===== config.mk =====
export PLATFORM = sky130hd
export DESIGN_NAME = dff_axi_top
export DESIGN_NICKNAME = d
export VERILOG_FILES = /design/src/source/dff_axi_pkg.sv /design/src/source/axi_write_channel.sv /design/src/source/axi_read_channel.sv /design/src/source/dff_regbank.sv /design/src/source/dff_axi_top.sv
export VERILOG_INCLUDE_DIRS = /design/src /design/src/source
export SDC_FILE = /design/constraint.sdc
export NUM_CORES = 1
export LEC_CHECK = 0
export BUFFER_PORTS_ARGS = -buffer_cell sky130_fd_sc_hd__buf_2
export CAP_MARGIN = 20
export CELL_PAD_IN_SITES_DETAIL_PLACEMENT = 0
export CELL_PAD_IN_SITES_GLOBAL_PLACEMENT = 1
export CORE_ASPECT_RATIO = 0.9
export CORE_MARGIN = 5
export CORE_UTILIZATION = 19
export CTS_CLUSTER_DIAMETER = 120
export DETAILED_ROUTE_END_ITERATION = 16
export GPL_TIMING_DRIVEN = 0
export PLACE_DENSITY_LB_ADDON = 0.2
export SETUP_SLACK_MARGIN = 0.5
export SYNTH_ARGS = -nofsm -noshare
export SYNTH_HDL_FRONTEND = slang
export SYNTH_SLANG_ARGS = --single-unit

===== constraint.sdc =====
create_clock -name axi_aclk -period 1.75 [get_ports axi_aclk]
set_clock_uncertainty 0.2 [all_clocks]
set_input_delay 0.0875 -clock axi_aclk [delete_from_list [all_inputs] [get_ports axi_aclk]]
set_output_delay 0.0875 -clock axi_aclk [all_outputs]
set_load 0.01 [all_outputs]

===== src/source/dff_axi_settings.svh =====
// bus width and word-address constants, included by the package and the RTL modules
`ifndef DFF_AXI_SETTINGS_SVH
`define DFF_AXI_SETTINGS_SVH

// AXI4-Lite address bus width
`define DFF_AXI_ADDR_WIDTH 32

// AXI4-Lite data bus width
`define DFF_AXI_DATA_WIDTH 32

// byte address to word index
`define DFF_AXI_ADDR_LSB 2

// one strobe bit per data byte
`define DFF_AXI_STRB_WIDTH (`DFF_AXI_DATA_WIDTH / 8)

`endif


===== src/source/dff_axi_pkg.sv =====
// shared enums and request/response structs for the AXI4-Lite flip-flop slave
`include "dff_axi_settings.svh"

package dff_axi_pkg;

    typedef enum logic [1:0] {
        OKAY   = 2'b00,
        SLVERR = 2'b10
    } axi_resp_e;

    typedef enum logic [1:0] {
        IDLE = 2'b00,
        ADDR = 2'b01,
        DATA = 2'b10,
        RESP = 2'b11
    } chan_state_e;

    // word index from address bits 3:2
    typedef enum logic [1:0] {
        REG_D     = 2'd0,
        REG_Q     = 2'd1,
        REG_RSVD2 = 2'd2,
        REG_RSVD3 = 2'd3
    } reg_sel_e;

    typedef struct packed {
        reg_sel_e sel;
        logic     strb0;
        logic     data0;
        logic     en;    // one-cycle write strobe
    } reg_wr_req_t;

    typedef struct packed {
        axi_resp_e resp;
    } reg_wr_rsp_t;

    typedef struct packed {
        reg_sel_e sel;
    } reg_rd_req_t;

    typedef struct packed {
        logic [`DFF_AXI_DATA_WIDTH-1:0] data;
        axi_resp_e                      resp;
    } reg_rd_rsp_t;

endpackage


===== src/source/axi_write_channel.sv =====
// AXI4-Lite write sequencing, turns each AW/W/B transaction into one register write request
`timescale 1ns/1ps
`include "dff_axi_settings.svh"

module axi_write_channel (
    input  logic                            axi_aclk,
    input  logic                            axi_aresetn,
    input  logic [`DFF_AXI_ADDR_WIDTH-1:0]  awaddr,
    input  logic                            awvalid,
    output logic                            awready,
    input  logic [`DFF_AXI_DATA_WIDTH-1:0]  wdata,
    input  logic [`DFF_AXI_STRB_WIDTH-1:0]  wstrb,
    input  logic                            wvalid,
    output logic                            wready,
    output dff_axi_pkg::axi_resp_e          bresp,
    output logic                            bvalid,
    input  logic                            bready,
    output dff_axi_pkg::reg_wr_req_t        wr_req,
    input  dff_axi_pkg::reg_wr_rsp_t        wr_rsp
);
    import dff_axi_pkg::*;

    chan_state_e state;
    reg_sel_e    wr_sel;
    logic        wr_en;
    logic        wr_data0;
    logic        wr_strb0;

    always_ff @(posedge axi_aclk or negedge axi_aresetn) begin
        if (!axi_aresetn) begin
            state   <= IDLE;
            awready <= 1'b0;
            wready  <= 1'b0;
            bvalid  <= 1'b0;
            bresp   <= OKAY;
            wr_en   <= 1'b0;
            wr_sel  <= REG_D;
        end else begin
            case (state)
                IDLE: begin
                    if (awvalid) begin
                        awready <= 1'b1;
                        wr_sel  <= reg_sel_e'(awaddr[`DFF_AXI_ADDR_LSB +: 2]);
                        state   <= ADDR;
                    end
                end
                ADDR: begin
                    awready <= 1'b0; // master holds awvalid through this cycle
                    state   <= DATA;
                end
                DATA: begin
                    if (!wready) begin
                        wready <= 1'b1;
                    end else if (wvalid) begin
                        wready <= 1'b0;
                        wr_en  <= 1'b1;
                        bresp  <= wr_rsp.resp; // bank decides writability
                        state  <= RESP;
                    end
                end
                RESP: begin
                    if (wr_en) begin
                        wr_en  <= 1'b0; // register updates on this edge
                        bvalid <= 1'b1;
                    end else if (bready) begin
                        bvalid <= 1'b0;
                        state  <= IDLE;
                    end
                end
                default: state <= IDLE;
            endcase
        end
    end

    // write payload, only bit 0 and strobe 0 matter
    always_ff @(posedge axi_aclk) begin
        if (state == DATA && wready && wvalid) begin
            wr_data0 <= wdata[0];
            wr_strb0 <= wstrb[0];
        end
    end

    assign wr_req = '{sel: wr_sel, strb0: wr_strb0, data0: wr_data0, en: wr_en};

    awready_single_cycle: assert property (
        @(posedge axi_aclk) disable iff (!axi_aresetn)
        awready |=> !awready
    );

    bvalid_held_until_bready: assert property (
        @(posedge axi_aclk) disable iff (!axi_aresetn)
        bvalid && !bready |=> bvalid && $stable(bresp)
    );

endmodule


===== src/source/axi_read_channel.sv =====
// AXI4-Lite read sequencing, one register read per AR/R transaction
`timescale 1ns/1ps
`include "dff_axi_settings.svh"

module axi_read_channel (
    input  logic                            axi_aclk,
    input  logic                            axi_aresetn,
    input  logic [`DFF_AXI_ADDR_WIDTH-1:0]  araddr,
    input  logic                            arvalid,
    output logic                            arready,
    output logic [`DFF_AXI_DATA_WIDTH-1:0]  rdata,
    output dff_axi_pkg::axi_resp_e          rresp,
    output logic                            rvalid,
    input  logic                            rready,
    output dff_axi_pkg::reg_rd_req_t        rd_req,
    input  dff_axi_pkg::reg_rd_rsp_t        rd_rsp
);
    import dff_axi_pkg::*;

    chan_state_e state;
    reg_sel_e    rd_sel;

    always_ff @(posedge axi_aclk or negedge axi_aresetn) begin
        if (!axi_aresetn) begin
            state   <= IDLE;
            arready <= 1'b0;
            rvalid  <= 1'b0;
            rdata   <= '0;
            rresp   <= OKAY;
            rd_sel  <= REG_D;
        end else begin
            case (state)
                IDLE: begin
                    if (arvalid) begin
                        arready <= 1'b1;
                        rd_sel  <= reg_sel_e'(araddr[`DFF_AXI_ADDR_LSB +: 2]);
                        state   <= ADDR;
                    end
                end
                ADDR: begin
                    arready <= 1'b0;
                    state   <= DATA;
                end
                DATA: begin
                    if (!rvalid) begin
                        // sample the bank once, then hold for the master
                        rvalid <= 1'b1;
                        rdata  <= rd_rsp.data;
                        rresp  <= rd_rsp.resp;
                    end else if (rready) begin
                        rvalid <= 1'b0;
                        state  <= IDLE;
                    end
                end
                default: state <= IDLE; // no RESP phase on reads
            endcase
        end
    end

    assign rd_req = '{sel: rd_sel};

    rdata_stable_while_stalled: assert property (
        @(posedge axi_aclk) disable iff (!axi_aresetn)
        rvalid && !rready |=> rvalid && $stable(rdata) && $stable(rresp)
    );

endmodule


===== src/source/dff_regbank.sv =====
// D flip-flop register bank with two-stage output pipeline, serves both AXI channels
`timescale 1ns/1ps
`include "dff_axi_settings.svh"

module dff_regbank (
    input  logic                     axi_aclk,
    input  logic                     axi_aresetn,
    input  dff_axi_pkg::reg_wr_req_t wr_req,
    output dff_axi_pkg::reg_wr_rsp_t wr_rsp,
    input  dff_axi_pkg::reg_rd_req_t rd_req,
    output dff_axi_pkg::reg_rd_rsp_t rd_rsp
);
    import dff_axi_pkg::*;

    logic       d_reg;
    logic       d_pipe;
    logic       q_reg;
    logic [1:0] live_cnt; // cycles since reset release, saturating

    always_ff @(posedge axi_aclk or negedge axi_aresetn) begin
        if (!axi_aresetn) begin
            d_reg  <= 1'b0;
            d_pipe <= 1'b0;
            q_reg  <= 1'b0;
        end else begin
            if (wr_req.en && wr_req.sel == REG_D && wr_req.strb0) begin
                d_reg <= wr_req.data0;
            end
            d_pipe <= d_reg;
            q_reg  <= d_pipe;
        end
    end

    // only register 0 accepts writes
    assign wr_rsp.resp = (wr_req.sel == REG_D) ? OKAY : SLVERR;

    always_comb begin
        case (rd_req.sel)
            REG_D: begin
                rd_rsp.data = {{(`DFF_AXI_DATA_WIDTH-1){1'b0}}, d_reg};
                rd_rsp.resp = OKAY;
            end
            REG_Q: begin
                rd_rsp.data = {{(`DFF_AXI_DATA_WIDTH-1){1'b0}}, q_reg};
                rd_rsp.resp = OKAY;
            end
            default: begin
                rd_rsp.data = '0;
                rd_rsp.resp = SLVERR;
            end
        endcase
    end

    always_ff @(posedge axi_aclk or negedge axi_aresetn) begin
        if (!axi_aresetn) begin
            live_cnt <= 2'd0;
        end else if (live_cnt != 2'd3) begin
            live_cnt <= live_cnt + 2'd1;
        end
    end

    q_follows_d_two_cycles: assert property (
        @(posedge axi_aclk) disable iff (!axi_aresetn)
        (live_cnt == 2'd3) |-> (q_reg == $past(d_reg, 2))
    );

endmodule


===== src/source/dff_axi_top.sv =====
// AXI4-Lite slave top exposing one D flip-flop as register 0 (input) and register 1 (output)
`timescale 1ns/1ps
`include "dff_axi_settings.svh"

module dff_axi_top (
    input  logic                            axi_aclk,
    input  logic                            axi_aresetn,
    input  logic [`DFF_AXI_ADDR_WIDTH-1:0]  s_axi_awaddr,
    input  logic                            s_axi_awvalid,
    output logic                            s_axi_awready,
    input  logic [`DFF_AXI_DATA_WIDTH-1:0]  s_axi_wdata,
    input  logic [`DFF_AXI_STRB_WIDTH-1:0]  s_axi_wstrb,
    input  logic                            s_axi_wvalid,
    output logic                            s_axi_wready,
    output dff_axi_pkg::axi_resp_e          s_axi_bresp,
    output logic                            s_axi_bvalid,
    input  logic                            s_axi_bready,
    input  logic [`DFF_AXI_ADDR_WIDTH-1:0]  s_axi_araddr,
    input  logic                            s_axi_arvalid,
    output logic                            s_axi_arready,
    output logic [`DFF_AXI_DATA_WIDTH-1:0]  s_axi_rdata,
    output dff_axi_pkg::axi_resp_e          s_axi_rresp,
    output logic                            s_axi_rvalid,
    input  logic                            s_axi_rready
);
    import dff_axi_pkg::*;

    reg_wr_req_t wr_req;
    reg_wr_rsp_t wr_rsp;
    reg_rd_req_t rd_req;
    reg_rd_rsp_t rd_rsp;

    axi_write_channel u_wr_chan (
        .axi_aclk    (axi_aclk),
        .axi_aresetn (axi_aresetn),
        .awaddr      (s_axi_awaddr),
        .awvalid     (s_axi_awvalid),
        .awready     (s_axi_awready),
        .wdata       (s_axi_wdata),
        .wstrb       (s_axi_wstrb),
        .wvalid      (s_axi_wvalid),
        .wready      (s_axi_wready),
        .bresp       (s_axi_bresp),
        .bvalid      (s_axi_bvalid),
        .bready      (s_axi_bready),
        .wr_req      (wr_req),
        .wr_rsp      (wr_rsp)
    );

    axi_read_channel u_rd_chan (
        .axi_aclk    (axi_aclk),
        .axi_aresetn (axi_aresetn),
        .araddr      (s_axi_araddr),
        .arvalid     (s_axi_arvalid),
        .arready     (s_axi_arready),
        .rdata       (s_axi_rdata),
        .rresp       (s_axi_rresp),
        .rvalid      (s_axi_rvalid),
        .rready      (s_axi_rready),
        .rd_req      (rd_req),
        .rd_rsp      (rd_rsp)
    );

    dff_regbank u_regbank (
        .axi_aclk    (axi_aclk),
        .axi_aresetn (axi_aresetn),
        .wr_req      (wr_req),
        .wr_rsp      (wr_rsp),
        .rd_req      (rd_req),
        .rd_rsp      (rd_rsp)
    );

endmodule


==> impl_metrics.yaml <==
logic_synthesis:
  synth_top_area_share_pct: 40.9
  synth_seq_cells: 22
  yosys.area_share.simple_pct: 9.10
  yosys.area.top_type: "dfrtp_1"
  synth-edff-count: 2
  synth_xor_area_share_pct: 0
  synth.distinct_cells: 26
  synth_compound_area_share_pct: 9.00
  synth_fa_ha_area_share_pct: 6.13
  synth-main-ff-cell: "dfrtp_1"
  synthCells: 111
  synth_mux_area_share_pct: 7.57
  avgSynthCellArea_sq_um: 11.0
  synth-seq-area-share_pct: 45.8
  synth_top_family_by_area: "buffers and inverters"
  synthesis.area_sq_um: 1220
  yosysWarningCount: 0
  async_flop_share_pct: 90.9
  synth_area_leaders: "dfrtp_1 (41%), buf_4 (20%), ha_1 (6.1%)"
job:
  maxCapViolCount: 0
worst_setup_path:
  start_kind: "flip-flop"
  worst-setup-path-type: "reg -> reg"
  required_ns: 1.70
  cp_max_fo: 4
  endpoint_kind: "flip-flop"
  cp.arrival_ns: 1.56
placement:
  dp.cells: 250
  io_buffers: 20
  pre_cts_slack_ns: 0.0509
  gp_congestion: 0.748
  hpwl_um: 1990
layout:
  fill_cells: 641
  multi_input_area_sq_um: 616
  regArea_sq_um: 564
  n_antenna_cell: 0
  final_cells: 281
  drive_gt1_share_pct: 52.1
  final_nets: 308
  syn_to_final_growth_pct: 62.0
sta:
  finalMaxSlewViolations: 0
  fin_ws_ns: 0.145
  grt_setup_unrepaired: "true"
  hold_viol_final: 1
  setup_viol: 0
  finalCritPeriodShare_pct: 91.7
  fmax_ghz: 0.623
  min_period_ns: 1.60
  hold_ws_ns: -0.0283
  tns_ns: 0
clocking:
  hold_buffers: 12
  cts_buffer_depth: 2
  htree_num_levels: 1
  clock-root-buffer: "clkbuf_8"
  clkTransAtPathRegs_ns: 0.08
  cts_made_buffers: 3
  cts_tree: "done"
  clock-sinks: 22
  insertion_delay_ns: 0.26
drt:
  vias: 906
  first_pass_iters: 3
  ant_nets: 0
  wire_per_inst_um: 9.86
  post-route-drc-count: 0
  drt_iter0_markers: 25
  viasPerCell: 3.22
  routed_wirelength_um: 2770
floorplan:
  die-area_sq_um: 8150
  start_util_pct: 19.8
  core-area_sq_um: 6180
  die-width_um: 94.6
  ioPinCount: 148
  rows: 27
  die_h_um: 86.1
run_status:
  violations: "hold timing"
  outcome: "complete, but fails checks"
power:
  total_power_mw: 2.81
  p_per_area_nw_per_um2: 1420
  p_leak_nw: 1.01
  vdd_drop_max_mv: 0.687
global_routing:
  grt_usage_pct: 6.92
  antenna_found_initial: 0
  grt_pass1_vias: 914
  overflow: 0
  grt_start_max_net_pins: 21
  grt_pass1_wl_um: 4420
worst_hold_path:
  min_path_type: "in -> reg"
-- cell usage after synthesis (4+ instances only) --
cell type	count
mux2_2	4
nand2_1	7
inv_1	5
a21oi_1	5
ha_1	6
o21ai_0	4
buf_4	33
dfrtp_1	20
nor2_1	5
-- path summary, 6_finish.rpt --
check / from / to / slack [ns] / cells after the start
worst max-delay path: u_wr_chan.state[0] / u_wr_chan.state[1] / 0.15 / 5
worst min-delay path: s_axi_bready / u_wr_chan.state[0] / -0.03 / 3
worst max register to register: u_wr_chan.state[0] / u_wr_chan.state[1] / 0.15 / 5
worst min register to register: u_regbank.d_pipe / u_regbank.q_reg / 0.17 / 0
max in group asynchronous: axi_aresetn / u_wr_chan.wready / 0.88 / 2
min in group asynchronous: axi_aresetn / u_rd_chan.rresp[1] / 0.11 / 2
-- timing repair --
action / 4_1_cts / 5_1_grt
gates resized for setup: 8 / 18
setup buffers: 11 / 4
endpoints found under the hold margin: 32 / 1
endpoints found under the setup margin: 14 / 17
pin swaps: 5 / 2
gates cloned: 0 / 0
-- cell usage in the layout (no fill, tap or decap), types with 2 or more instances in the layout --
master and count:
nand2b_4 2, conb_1 33, buf_6 3, nand2_1 5, dlygate4sd3_1 12, buf_2 20, inv_1 2, ha_1 3
edfxtp_1 2, a21oi_1 4, inv_4 3, mux2_4 6, buf_4 45, nor2_1 3, dfrtp_1 17, clkbuf_8 3
o21ai_1 3, dfrtp_2 3, ha_4 2, a22o_1 2
-- kinds of logic (layout without fill, tap and decap cells) --
logic type / Yosys count / count (layout)
mux: 8 / 8
flops: 22 / 22
other cells: 1 / 33
compound gates: 16 / 16
simple gates: 19 / 19
fa+ha+maj: 6 / 6
buf+inv: 39 / 90
-- critical path, stage by stage, from the launching register on --
cell and delay [ns]:
dfrtp_2 0.46, inv_4 0.10, ha_4 0.13, a21bo_4 0.22, nand4b_4 0.08, mux2_4 0.30
-- power breakdown --
group | internal [mW] | switching [mW] | total, mW
registers | 0.760 | 0.227 | 0.987
clock network | 0.306 | 0.174 | 0.480
logic | 0.793 | 0.550 | 1.34
total | 1.86 | 0.951 | 2.81
-- cell type report --
cell class | count | share of cell area (%)
Inverter | 6 | 1.52
Multi-Input combinational cell | 82 | 31.1
Timing Repair Buffer | 47 | 17.4
Clock buffer | 3 | 2.08
Buffer | 33 | 12.5
Tap cell | 87 | 5.49
Clock inverter | 1 | 1.52
Sequential cell | 22 | 28.5
-- per-layer routing --
| metal | global-route usage [%] | vias up | part of all wire, % |
|---|---|---|---|
| li1 | - | 469 | - |
| met1 | 7.83 | 410 | 40 |
| met2 | 12.2 | 27 | 52 |
| met3 | 3.07 | 0 | 7.9 |
| met4 | 1.18 | 0 | 0 |
| met5 | 0 | - | 0 |
-- through the flow --
stage          area [sq um]  utilization (%)  hold slack, ns
2_1_floorplan          1380                -          -0.408
3_3_place_gp           1590             25.7          -0.134
3_5_place_dp           1590             25.7          -0.117
4_1_cts                1900             30.7         0.00541
5_1_grt                1980             32.1         -0.0120
6_report               1980             32.1         -0.0283
Note: power is estimated with default switching activity, not from simulation.
